File: config.mk
export PLATFORM = sky130hd
export DESIGN_NAME = cu_control
export DESIGN_NICKNAME = d
export VERILOG_FILES = /design/src/hw/cu_pkg.sv /design/src/hw/cu_input_stage.sv /design/src/hw/cu_read_arbiter.sv /design/src/hw/cu_vertex_job_control.sv /design/src/hw/cu_vertex_job_filter.sv /design/src/hw/cu_edge_job_control.sv /design/src/hw/cu_done_control.sv /design/src/hw/cu_control.sv
export SDC_FILE = /design/constraint.sdc
export NUM_CORES = 1
export LEC_CHECK = 0
export ABC_CLOCK_PERIOD_IN_PS = 16700
export BUFFER_PORTS_ARGS = -buffer_cell sky130_fd_sc_hd__buf_2
export CAP_MARGIN = 10
export CORE_MARGIN = 3
export CORE_UTILIZATION = 55
export CTS_CLUSTER_SIZE = 40
export DETAILED_ROUTE_END_ITERATION = 7
export PLACE_DENSITY_LB_ADDON = 0.2
export SLEW_MARGIN = 20
export SYNTH_ARGS = -nofsm -noshare
export SYNTH_HDL_FRONTEND = slang
export SYNTH_SLANG_ARGS = --single-unit
File: constraint.sdc
create_clock -name clock -period 16.7 [get_ports clock]
set_clock_uncertainty 0.05 [all_clocks]
set_input_delay 3.34 -clock clock [delete_from_list [all_inputs] [get_ports clock]]
set_output_delay 3.34 -clock clock [all_outputs]
set_load 0.02 [all_outputs]
File: src/hw/cu_pkg.sv
`default_nettype none

package cu_pkg;

	//////////////////////////////
	// widths
	//////////////////////////////
	localparam int vertex_w = 32;
	localparam int edge_w   = 32;
	localparam int addr_w   = 32;
	localparam int data_w   = 64;
	localparam int cu_id_w  = 2;

	// id 0 marks a word with no owner
	localparam logic [cu_id_w-1:0] vertex_unit_id = 2'd1;
	localparam logic [cu_id_w-1:0] edge_unit_id   = 2'd2;

	// queued plus outstanding vertex reads never exceed this
	localparam int vertex_queue_depth = 4;

	//////////////////////////////
	// returned memory word
	//////////////////////////////
	typedef union packed {
		// vertex record from the vertex array
		struct packed {
			logic [edge_w-1:0] degree;
			logic [edge_w-1:0] edge_index;
		} vertex_view;
		// edge record from the edge array
		struct packed {
			logic [vertex_w-1:0]        dest_id;
			logic [data_w-vertex_w-1:0] weight;
		} edge_view;
	} read_word_t;

endpackage

`default_nettype wire

File: src/hw/cu_input_stage.sv
`timescale 1ns/1ps
`default_nettype none

module cu_input_stage (
	input  wire                         clock,
	input  wire                         rstn,
	input  wire                         enabled_in,
	input  wire  [63:0]                 cu_configure,
	input  wire                         wed_valid,
	input  wire  [cu_pkg::vertex_w-1:0] wed_num_vertices,
	input  wire  [cu_pkg::edge_w-1:0]   wed_num_edges,
	input  wire  [cu_pkg::addr_w-1:0]   wed_vertex_base,
	input  wire  [cu_pkg::addr_w-1:0]   wed_edge_base,
	input  wire                         read_data_valid,
	input  wire  [cu_pkg::cu_id_w-1:0]  read_data_cu_id,
	input  wire  cu_pkg::read_word_t    read_data,
	output logic                        enabled,
	output logic                        cu_ready,
	output logic [63:0]                 configure_q,
	output logic [cu_pkg::vertex_w-1:0] num_vertices,
	output logic [cu_pkg::edge_w-1:0]   num_edges,
	output logic [cu_pkg::addr_w-1:0]   vertex_base,
	output logic [cu_pkg::addr_w-1:0]   edge_base,
	output logic                        vertex_data_valid,
	output logic                        edge_data_valid,
	output cu_pkg::read_word_t          routed_data
);
	import cu_pkg::*;

	logic               wed_valid_q;
	logic               data_valid_q;
	logic [cu_id_w-1:0] data_cu_id_q;
	read_word_t         data_q;

	// unit may start once configured and given a descriptor
	assign cu_ready = (|configure_q) && wed_valid_q;

	always_ff @(posedge clock or negedge rstn) begin
		if (!rstn) begin
			enabled           <= 1'b0;
			configure_q       <= '0;
			wed_valid_q       <= 1'b0;
			data_valid_q      <= 1'b0;
			vertex_data_valid <= 1'b0;
			edge_data_valid   <= 1'b0;
		end else begin
			enabled <= enabled_in;
			// a zero configuration word keeps the last one
			if (enabled && (|cu_configure)) begin
				configure_q <= cu_configure;
			end
			wed_valid_q       <= enabled ? wed_valid : wed_valid_q;
			data_valid_q      <= enabled && read_data_valid;
			// second stage steers the word to its owner
			vertex_data_valid <= enabled && data_valid_q && (data_cu_id_q == vertex_unit_id);
			edge_data_valid   <= enabled && data_valid_q && (data_cu_id_q == edge_unit_id);
		end
	end

	always_ff @(posedge clock) begin
		if (enabled) begin
			num_vertices <= wed_num_vertices;
			num_edges    <= wed_num_edges;
			vertex_base  <= wed_vertex_base;
			edge_base    <= wed_edge_base;
			data_cu_id_q <= read_data_cu_id;
			data_q       <= read_data;
			routed_data  <= data_q;
		end
	end

	// every returned word must belong to a unit that issued the read
	assert property (@(posedge clock) disable iff (!rstn)
		data_valid_q |-> (data_cu_id_q != '0))
		else $error("returned data word carries unit id 0");

endmodule

`default_nettype wire

File: src/hw/cu_read_arbiter.sv
`timescale 1ns/1ps
`default_nettype none

module cu_read_arbiter (
	input  wire                        clock,
	input  wire                        rstn,
	input  wire                        enabled,
	input  wire  [1:0]                 request,
	input  wire  [cu_pkg::addr_w-1:0]  address_vertex,
	input  wire  [cu_pkg::addr_w-1:0]  address_edge,
	input  wire                        read_buffer_full,
	output logic [1:0]                 grant,
	output logic                       read_command_valid,
	output logic [cu_pkg::cu_id_w-1:0] read_command_cu_id,
	output logic [cu_pkg::addr_w-1:0]  read_command_address
);
	import cu_pkg::*;

	// requester that has priority in the next contested cycle
	logic pointer;

	always_comb begin
		grant = '0;
		// back-pressure holds every request where it is
		if (enabled && !read_buffer_full) begin
			if (request[pointer]) begin
				grant[pointer] = 1'b1;
			end else if (request[!pointer]) begin
				grant[!pointer] = 1'b1;
			end
		end
	end

	always_ff @(posedge clock or negedge rstn) begin
		if (!rstn) begin
			pointer            <= 1'b0;
			read_command_valid <= 1'b0;
		end else begin
			// priority moves past the winner
			if (|grant) begin
				pointer <= grant[0];
			end
			read_command_valid <= |grant;
		end
	end

	always_ff @(posedge clock) begin
		if (|grant) begin
			read_command_cu_id   <= grant[0] ? vertex_unit_id : edge_unit_id;
			read_command_address <= grant[0] ? address_vertex : address_edge;
		end
	end

	assert property (@(posedge clock) disable iff (!rstn)
		$onehot0(grant) && ((grant & ~request) == '0))
		else $error("read grant is not one-hot or has no request");

endmodule

`default_nettype wire

File: src/hw/cu_vertex_job_control.sv
`timescale 1ns/1ps
`default_nettype none

module cu_vertex_job_control (
	input  wire                         clock,
	input  wire                         rstn,
	input  wire                         cu_ready,
	input  wire  [cu_pkg::vertex_w-1:0] num_vertices,
	input  wire  [cu_pkg::addr_w-1:0]   vertex_base,
	input  wire                         vertex_data_valid,
	input  wire  cu_pkg::read_word_t    routed_data,
	input  wire                         grant,
	input  wire                         vertex_pop,
	output logic                        request,
	output logic [cu_pkg::addr_w-1:0]   address,
	output logic                        queue_valid,
	output cu_pkg::read_word_t          queue_record
);
	import cu_pkg::*;

	logic [vertex_w-1:0]                   next_vertex;
	logic [$clog2(vertex_queue_depth):0]   in_flight;
	logic [$clog2(vertex_queue_depth):0]   queue_count;
	logic [$clog2(vertex_queue_depth)-1:0] wr_ptr;
	logic [$clog2(vertex_queue_depth)-1:0] rd_ptr;
	read_word_t                            queue_mem [vertex_queue_depth];

	//////////////////////////////
	// read issue
	//////////////////////////////

	// a free queue slot is reserved for every read in flight
	assign request = cu_ready && (next_vertex < num_vertices) &&
		((in_flight + queue_count) < vertex_queue_depth);
	assign address = vertex_base + next_vertex;

	always_ff @(posedge clock or negedge rstn) begin
		if (!rstn) begin
			next_vertex <= '0;
			in_flight   <= '0;
		end else begin
			if (grant) begin
				next_vertex <= next_vertex + 1'b1;
			end
			if (grant && !vertex_data_valid) begin
				in_flight <= in_flight + 1'b1;
			end else if (!grant && vertex_data_valid) begin
				in_flight <= in_flight - 1'b1;
			end
		end
	end

	//////////////////////////////
	// vertex record queue
	//////////////////////////////

	assign queue_valid  = (queue_count != '0);
	assign queue_record = queue_mem[rd_ptr];

	always_ff @(posedge clock or negedge rstn) begin
		if (!rstn) begin
			wr_ptr      <= '0;
			rd_ptr      <= '0;
			queue_count <= '0;
		end else begin
			if (vertex_data_valid) begin
				wr_ptr <= wr_ptr + 1'b1;
			end
			if (vertex_pop) begin
				rd_ptr <= rd_ptr + 1'b1;
			end
			if (vertex_data_valid && !vertex_pop) begin
				queue_count <= queue_count + 1'b1;
			end else if (!vertex_data_valid && vertex_pop) begin
				queue_count <= queue_count - 1'b1;
			end
		end
	end

	always_ff @(posedge clock) begin
		if (vertex_data_valid) begin
			queue_mem[wr_ptr] <= routed_data;
		end
	end

	// credit check at issue time must leave room for every returned word
	assert property (@(posedge clock) disable iff (!rstn)
		vertex_data_valid |-> (queue_count < vertex_queue_depth))
		else $error("vertex record queue overflow");

endmodule

`default_nettype wire

File: src/hw/cu_vertex_job_filter.sv
`timescale 1ns/1ps
`default_nettype none

module cu_vertex_job_filter (
	input  wire                         clock,
	input  wire                         rstn,
	input  wire                         queue_valid,
	input  wire  cu_pkg::read_word_t    queue_record,
	input  wire                         vertex_request,
	output logic                        vertex_pop,
	output logic                        vertex_valid,
	output logic [cu_pkg::edge_w-1:0]   vertex_degree,
	output logic [cu_pkg::edge_w-1:0]   vertex_edge_index,
	output logic [cu_pkg::vertex_w-1:0] filtered_count
);

	// pull a record whenever the holding slot is free
	assign vertex_pop = queue_valid && !vertex_valid;

	always_ff @(posedge clock or negedge rstn) begin
		if (!rstn) begin
			vertex_valid   <= 1'b0;
			filtered_count <= '0;
		end else begin
			if (vertex_pop) begin
				// zero-degree vertices need no edge work
				if (queue_record.vertex_view.degree == '0) begin
					filtered_count <= filtered_count + 1'b1;
				end else begin
					vertex_valid <= 1'b1;
				end
			end else if (vertex_request) begin
				vertex_valid <= 1'b0;
			end
		end
	end

	always_ff @(posedge clock) begin
		if (vertex_pop) begin
			vertex_degree     <= queue_record.vertex_view.degree;
			vertex_edge_index <= queue_record.vertex_view.edge_index;
		end
	end

endmodule

`default_nettype wire

File: src/hw/cu_edge_job_control.sv
`timescale 1ns/1ps
`default_nettype none

module cu_edge_job_control (
	input  wire                         clock,
	input  wire                         rstn,
	input  wire                         vertex_valid,
	input  wire  [cu_pkg::edge_w-1:0]   vertex_degree,
	input  wire  [cu_pkg::edge_w-1:0]   vertex_edge_index,
	input  wire  [cu_pkg::addr_w-1:0]   edge_base,
	input  wire                         edge_data_valid,
	input  wire  cu_pkg::read_word_t    routed_data,
	input  wire                         grant,
	output logic                        vertex_request,
	output logic                        request,
	output logic [cu_pkg::addr_w-1:0]   address,
	output logic [cu_pkg::vertex_w-1:0] vertices_done,
	output logic [cu_pkg::edge_w-1:0]   edges_done
);
	import cu_pkg::*;

	logic              busy;
	logic [edge_w-1:0] issue_left;
	logic [edge_w-1:0] return_left;

	// take the next vertex as soon as the previous one is finished
	assign vertex_request = !busy && vertex_valid;
	assign request        = busy && (issue_left != '0);

	always_ff @(posedge clock or negedge rstn) begin
		if (!rstn) begin
			busy          <= 1'b0;
			issue_left    <= '0;
			return_left   <= '0;
			vertices_done <= '0;
			edges_done    <= '0;
		end else begin
			if (vertex_request) begin
				busy        <= 1'b1;
				issue_left  <= vertex_degree;
				return_left <= vertex_degree;
			end else begin
				if (grant) begin
					issue_left <= issue_left - 1'b1;
				end
				if (edge_data_valid) begin
					edges_done  <= edges_done + 1'b1;
					return_left <= return_left - 1'b1;
					// last edge of this vertex is back
					if (return_left == edge_w'(1)) begin
						busy          <= 1'b0;
						vertices_done <= vertices_done + 1'b1;
					end
				end
			end
		end
	end

	// edge records sit contiguously from the vertex's edge index
	always_ff @(posedge clock) begin
		if (vertex_request) begin
			address <= edge_base + vertex_edge_index;
		end else if (grant) begin
			address <= address + 1'b1;
		end
	end

	// edge words only come back for a vertex in progress
	assert property (@(posedge clock) disable iff (!rstn)
		edge_data_valid |-> busy && !$isunknown(routed_data.edge_view.dest_id))
		else $error("edge record returned with no vertex in progress");

endmodule

`default_nettype wire

File: src/hw/cu_done_control.sv
`timescale 1ns/1ps
`default_nettype none

module cu_done_control (
	input  wire                         clock,
	input  wire                         rstn,
	input  wire                         cu_ready,
	input  wire  [63:0]                 configure_q,
	input  wire  [cu_pkg::vertex_w-1:0] num_vertices,
	input  wire  [cu_pkg::edge_w-1:0]   num_edges,
	input  wire  [cu_pkg::vertex_w-1:0] filtered_count,
	input  wire  [cu_pkg::vertex_w-1:0] vertices_done,
	input  wire  [cu_pkg::edge_w-1:0]   edges_done,
	output logic                        cu_done,
	output logic [cu_pkg::vertex_w-1:0] cu_return_vertices,
	output logic [cu_pkg::edge_w-1:0]   cu_return_edges,
	output logic [63:0]                 cu_status
);

	// filtered vertices count as processed
	always_ff @(posedge clock or negedge rstn) begin
		if (!rstn) begin
			cu_return_vertices <= '0;
			cu_return_edges    <= '0;
			cu_status          <= '0;
		end else begin
			cu_return_vertices <= vertices_done + filtered_count;
			cu_return_edges    <= edges_done;
			cu_status          <= configure_q;
		end
	end

	assign cu_done = cu_ready && (cu_return_vertices == num_vertices) &&
		(cu_return_edges == num_edges);

endmodule

`default_nettype wire

File: src/hw/cu_control.sv
`timescale 1ns/1ps
`default_nettype none

module cu_control (
	input  wire                         clock,
	input  wire                         rstn,
	input  wire                         enabled_in,
	input  wire  [63:0]                 cu_configure,
	input  wire                         wed_valid,
	input  wire  [cu_pkg::vertex_w-1:0] wed_num_vertices,
	input  wire  [cu_pkg::edge_w-1:0]   wed_num_edges,
	input  wire  [cu_pkg::addr_w-1:0]   wed_vertex_base,
	input  wire  [cu_pkg::addr_w-1:0]   wed_edge_base,
	input  wire                         read_buffer_full,
	input  wire                         read_data_valid,
	input  wire  [cu_pkg::cu_id_w-1:0]  read_data_cu_id,
	input  wire  cu_pkg::read_word_t    read_data,
	output logic                        read_command_valid,
	output logic [cu_pkg::cu_id_w-1:0]  read_command_cu_id,
	output logic [cu_pkg::addr_w-1:0]   read_command_address,
	output logic                        cu_done,
	output logic [cu_pkg::vertex_w-1:0] cu_return_vertices,
	output logic [cu_pkg::edge_w-1:0]   cu_return_edges,
	output logic [63:0]                 cu_status
);
	import cu_pkg::*;

	logic                enabled;
	logic                cu_ready;
	logic [63:0]         configure_q;
	logic [vertex_w-1:0] num_vertices;
	logic [edge_w-1:0]   num_edges;
	logic [addr_w-1:0]   vertex_base;
	logic [addr_w-1:0]   edge_base;
	logic                vertex_data_valid;
	logic                edge_data_valid;
	read_word_t          routed_data;

	// index 0 is the vertex unit, index 1 the edge unit
	logic [1:0]          request;
	logic [1:0]          grant;
	logic [addr_w-1:0]   address_vertex;
	logic [addr_w-1:0]   address_edge;

	logic                vertex_pop;
	logic                queue_valid;
	read_word_t          queue_record;
	logic                vertex_request;
	logic                vertex_valid;
	logic [edge_w-1:0]   vertex_degree;
	logic [edge_w-1:0]   vertex_edge_index;
	logic [vertex_w-1:0] filtered_count;
	logic [vertex_w-1:0] vertices_done;
	logic [edge_w-1:0]   edges_done;

	cu_input_stage input_stage_i (
		.clock             (clock),
		.rstn              (rstn),
		.enabled_in        (enabled_in),
		.cu_configure      (cu_configure),
		.wed_valid         (wed_valid),
		.wed_num_vertices  (wed_num_vertices),
		.wed_num_edges     (wed_num_edges),
		.wed_vertex_base   (wed_vertex_base),
		.wed_edge_base     (wed_edge_base),
		.read_data_valid   (read_data_valid),
		.read_data_cu_id   (read_data_cu_id),
		.read_data         (read_data),
		.enabled           (enabled),
		.cu_ready          (cu_ready),
		.configure_q       (configure_q),
		.num_vertices      (num_vertices),
		.num_edges         (num_edges),
		.vertex_base       (vertex_base),
		.edge_base         (edge_base),
		.vertex_data_valid (vertex_data_valid),
		.edge_data_valid   (edge_data_valid),
		.routed_data       (routed_data)
	);

	cu_read_arbiter read_arbiter_i (
		.clock                (clock),
		.rstn                 (rstn),
		.enabled              (enabled),
		.request              (request),
		.address_vertex       (address_vertex),
		.address_edge         (address_edge),
		.read_buffer_full     (read_buffer_full),
		.grant                (grant),
		.read_command_valid   (read_command_valid),
		.read_command_cu_id   (read_command_cu_id),
		.read_command_address (read_command_address)
	);

	cu_vertex_job_control vertex_job_i (
		.clock             (clock),
		.rstn              (rstn),
		.cu_ready          (cu_ready),
		.num_vertices      (num_vertices),
		.vertex_base       (vertex_base),
		.vertex_data_valid (vertex_data_valid),
		.routed_data       (routed_data),
		.grant             (grant[0]),
		.vertex_pop        (vertex_pop),
		.request           (request[0]),
		.address           (address_vertex),
		.queue_valid       (queue_valid),
		.queue_record      (queue_record)
	);

	cu_vertex_job_filter vertex_filter_i (
		.clock             (clock),
		.rstn              (rstn),
		.queue_valid       (queue_valid),
		.queue_record      (queue_record),
		.vertex_request    (vertex_request),
		.vertex_pop        (vertex_pop),
		.vertex_valid      (vertex_valid),
		.vertex_degree     (vertex_degree),
		.vertex_edge_index (vertex_edge_index),
		.filtered_count    (filtered_count)
	);

	cu_edge_job_control edge_job_i (
		.clock             (clock),
		.rstn              (rstn),
		.vertex_valid      (vertex_valid),
		.vertex_degree     (vertex_degree),
		.vertex_edge_index (vertex_edge_index),
		.edge_base         (edge_base),
		.edge_data_valid   (edge_data_valid),
		.routed_data       (routed_data),
		.grant             (grant[1]),
		.vertex_request    (vertex_request),
		.request           (request[1]),
		.address           (address_edge),
		.vertices_done     (vertices_done),
		.edges_done        (edges_done)
	);

	cu_done_control done_control_i (
		.clock              (clock),
		.rstn               (rstn),
		.cu_ready           (cu_ready),
		.configure_q        (configure_q),
		.num_vertices       (num_vertices),
		.num_edges          (num_edges),
		.filtered_count     (filtered_count),
		.vertices_done      (vertices_done),
		.edges_done         (edges_done),
		.cu_done            (cu_done),
		.cu_return_vertices (cu_return_vertices),
		.cu_return_edges    (cu_return_edges),
		.cu_status          (cu_status)
	);

endmodule

`default_nettype wire

==> flow_metrics.tcl <==
set metrics [dict create \
    cap_viol_max_count 0 \
    wl_per_cell_um 21.8 \
    netlist_area_um2 43700 \
    crit_required_ns 13.31 \
    antenna_found_initial 6 \
    drt-vias-per-instance 5.73 \
    cp_max_fo 3 \
    timing.final.ws_setup_ns 10.73 \
    r2r_slack_ns 12.19 \
    cts_setup_buffers 0 \
    rsz0062_at_grt "no" \
    p_leak_nw 20.4 \
    yosysWarnings 0 \
    via_count 26637 \
    ant_nets 0 \
    avgSynthCellArea_um2 14.5 \
    synth_edf_count 644 \
    floorplan.die_area_um2 82900 \
    cts_resized 0 \
    grt_overflow 0 \
    powerDensity_nw_per_um2 128 \
    track_usage_pct 24.4 \
    grt_max_degree 97 \
    row_count 102 \
    clock_path_buffers 3 \
    worst_pin_slew_ns 1.07 \
    clk_pin_slew_ns 0.06 \
    cts_tree "yes" \
    netlist_instances 3021 \
    fill_cells 5718 \
    ff2ff_path_depth 9 \
    fmax_ghz 0.167 \
    synthDistinctLibCells 75 \
    die_h_um 288 \
    critPathLaunchType "flip-flop" \
    port_buffers 427 \
    hold_violations 0 \
    synth.net_count 3431 \
    reg2reg_from "vertex_job_i.rd_ptr[1]$_DFFE_PN0P_" \
    status "complete, no violations" \
    dp_hpwl_um 73400 \
    fin_util_pct 64.9 \
    start_util_pct 55.9 \
    finalSetupViolations 0 \
    hold_path_class "flip-flop to flip-flop" \
    period_share_pct 35.8 \
    drt_iter0_drc 2095 \
    multiInputGateArea_um2 13700 \
    nNetsFinal 3927 \
    peakVddDrop_mv 0.0917 \
    final_max_slew_viol_count 0 \
    min-delay-start "input_stage_i.configure_q[35]$_DFFE_PN0P_" \
    io_pins 428 \
    grt_pass1_vias 27204 \
    arrival_ns 2.59 \
    gp_congestion 0.926 \
    die_x_um 288 \
    r2r_end "vertex_filter_i.filtered_count[29]$_DFFE_PN0P_" \
    hold_buffers 0 \
    grt_pass1_wl_um 155000 \
    regArea_um2 29400 \
    drc 0 \
    htree_num_levels 3 \
    syn_to_final_growth_pct 16.0 \
    cts_sinks 1047 \
    fin_setup_tns_ns 0 \
    ctsRootBufferMaster "clkbuf_16" \
    hold_end "done_control_i.cu_status[35]$_DFF_PN0_" \
    hold_path_depth 0 \
    core_um2 78100 \
    period_needed_ns 5.98 \
    clk_latency_ns 0.68 \
    relSlewSlack_pct 28.9 \
    drt-total-wl_um 101000 \
    cts_buffers 105 \
    synth-async-reset-ratio_pct 38.5 \
    firstDrtPassIters 6 \
    synth-seq-cells 1047 \
    drive_gt1_share_pct 21.6 \
    yosysSeqAreaShare_pct 67.3 \
    path_class "flip-flop to output pin" \
    synth_ff_type "edfxtp_1" \
    dp_slack_ns 10.74 \
    endpoint_kind "output pin" \
]
-- worst max path at each step --
stage | startpoint | to | slack [ns] | depth (start not counted)
finish | input_stage_i.configure_q[1]$_DFFE_PN0P_ | cu_done | 10.73 | 6
global route | input_stage_i.configure_q[15]$_DFFE_PN0P_ | cu_done | 10.57 | 6
floorplan | input_stage_i.enabled$_DFF_PN0_ | read_arbiter_i.read_command_address[0]$_DFFE_PP_ | 8.35 | 6
global placement | read_buffer_full | edge_job_i.issue_left[28]$_DFFE_PN0P_ | 10.83 | 7
detailed placement | read_buffer_full | edge_job_i.issue_left[28]$_DFFE_PN0P_ | 10.74 | 7
CTS | input_stage_i.configure_q[1]$_DFFE_PN0P_ | cu_done | 10.64 | 6
-- layout make-up --
type                       instances  share of cell area [%]
sequential                      1047                    58.1
multi-input combinational       1817                    27.1
clock buffer                     130                    5.43
timing repair buffer             451                    4.68
tap                             1040                    2.57
clock inverter                    68                    1.43
inverter                          95                   0.704
antenna                            4                  0.0198
-- kinds of logic after synthesis --
group	Yosys count	synth area share, %
and+or+nand+nor	778	9.05
AOI/OAI and AO/OA	416	6.00
muxes	136	5.15
buffers and inverters	157	1.35
xor gates and xnor gates	341	6.84
adders and majority gates	146	4.27
DFF	1047	67.3
-- worst max-delay path, stage by stage (launching register included) --
cell and delay (ns):
dfrtp_1 0.40, nor4_1 0.42, nand4_1 0.23, o41ai_2 0.38, buf_4 0.24, nor2_1 0.08, buf_2 0.16
-- cells in the final DEF (no fill, tap or decap), types with 6 or more instances in the layout --
master	instances
a211oi_1	16
a21o_1	46
a21oi_1	106
a31oi_1	34
and2_1	6
and3_1	35
buf_2	426
buf_4	21
bufinv_16	10
clkbuf_1	22
clkbuf_16	105
clkinv_1	22
clkinv_2	21
dfrtp_1	400
edfxtp_1	644
ha_1	141
inv_1	93
mux2_2	69
mux4_2	64
nand2_1	199
nand2b_1	19
nand3_1	82
nand4_1	66
nor2_1	152
nor2b_1	18
nor3_1	40
nor4_1	58
o211ai_1	7
o21a_1	20
o21ai_0	103
o21bai_1	15
o31ai_1	21
o41ai_1	7
or2_2	13
or3_1	44
or4_1	10
xnor2_1	257
xor2_1	84
-- power breakdown --
part	switching [mW]	total (mW)	internal, mW
clock network	0.997	2.33	1.34
logic	0.458	0.874	0.416
registers	0.244	3.28	3.04
total	1.70	6.49	4.79
-- synth_stat cells (21+ instances only) --
master	n	area, um2
edfxtp_1	644	19300
dfrtp_1	403	10100
xnor2_1	257	2250
nand2_1	199	747
nor2_1	152	571
ha_1	141	1760
a21oi_1	106	531
o21ai_0	103	515
inv_1	94	353
xor2_1	84	736
nand3_1	82	410
mux2_2	69	777
nand4_1	66	413
mux4_2	64	1440
nor4_1	58	363
clkbuf_1	49	184
a21o_1	46	345
or3_1	44	275
nor3_1	40	200
and3_1	35	219
a31oi_1	34	213
o31ai_1	21	158
-- stage by stage --
stage	hold slack (ns)	power [mW]	cell area, um2	std cells
after CTS	0.342	6.55	50600	4646
after floorplan	0.319	3.88	43700	3021
after detailed placement	0.333	4.21	47100	4448
after global routing	0.356	6.77	50700	4651
after global placement	0.329	4.16	47100	4448
final	0.343	6.49	50700	4652
-- metal layers --
layer  track usage (%)  wire, um  share of wire (%)
met5                 0         0                  0
met4              7.93      2960                2.9
met3              3.40      5540                5.5
met2              41.3     51100                 50
met1              32.9     41900                 41
-- flip-flops by register name, indices dropped and copies added, names as in the netlist, 3 cells and up --
signal                               cells
vertex_job_i.queue_mem                 256
done_control_i.cu_status                64
input_stage_i.configure_q               64
input_stage_i.data_q                    64
input_stage_i.routed_data               64
done_control_i.cu_return_edges          32
done_control_i.cu_return_vertices       32
edge_job_i.address                      32
edge_job_i.edges_done                   32
edge_job_i.issue_left                   32
edge_job_i.return_left                  32
edge_job_i.vertices_done                32
input_stage_i.edge_base                 32
input_stage_i.num_edges                 32
input_stage_i.num_vertices              32
input_stage_i.vertex_base               32
read_arbiter_i.read_command_address     32
vertex_filter_i.filtered_count          32
vertex_filter_i.vertex_degree           32
vertex_filter_i.vertex_edge_index       32
vertex_job_i.next_vertex                32
vertex_job_i.in_flight                   3
vertex_job_i.queue_count                 3
Power figures use the tool's default switching activity.
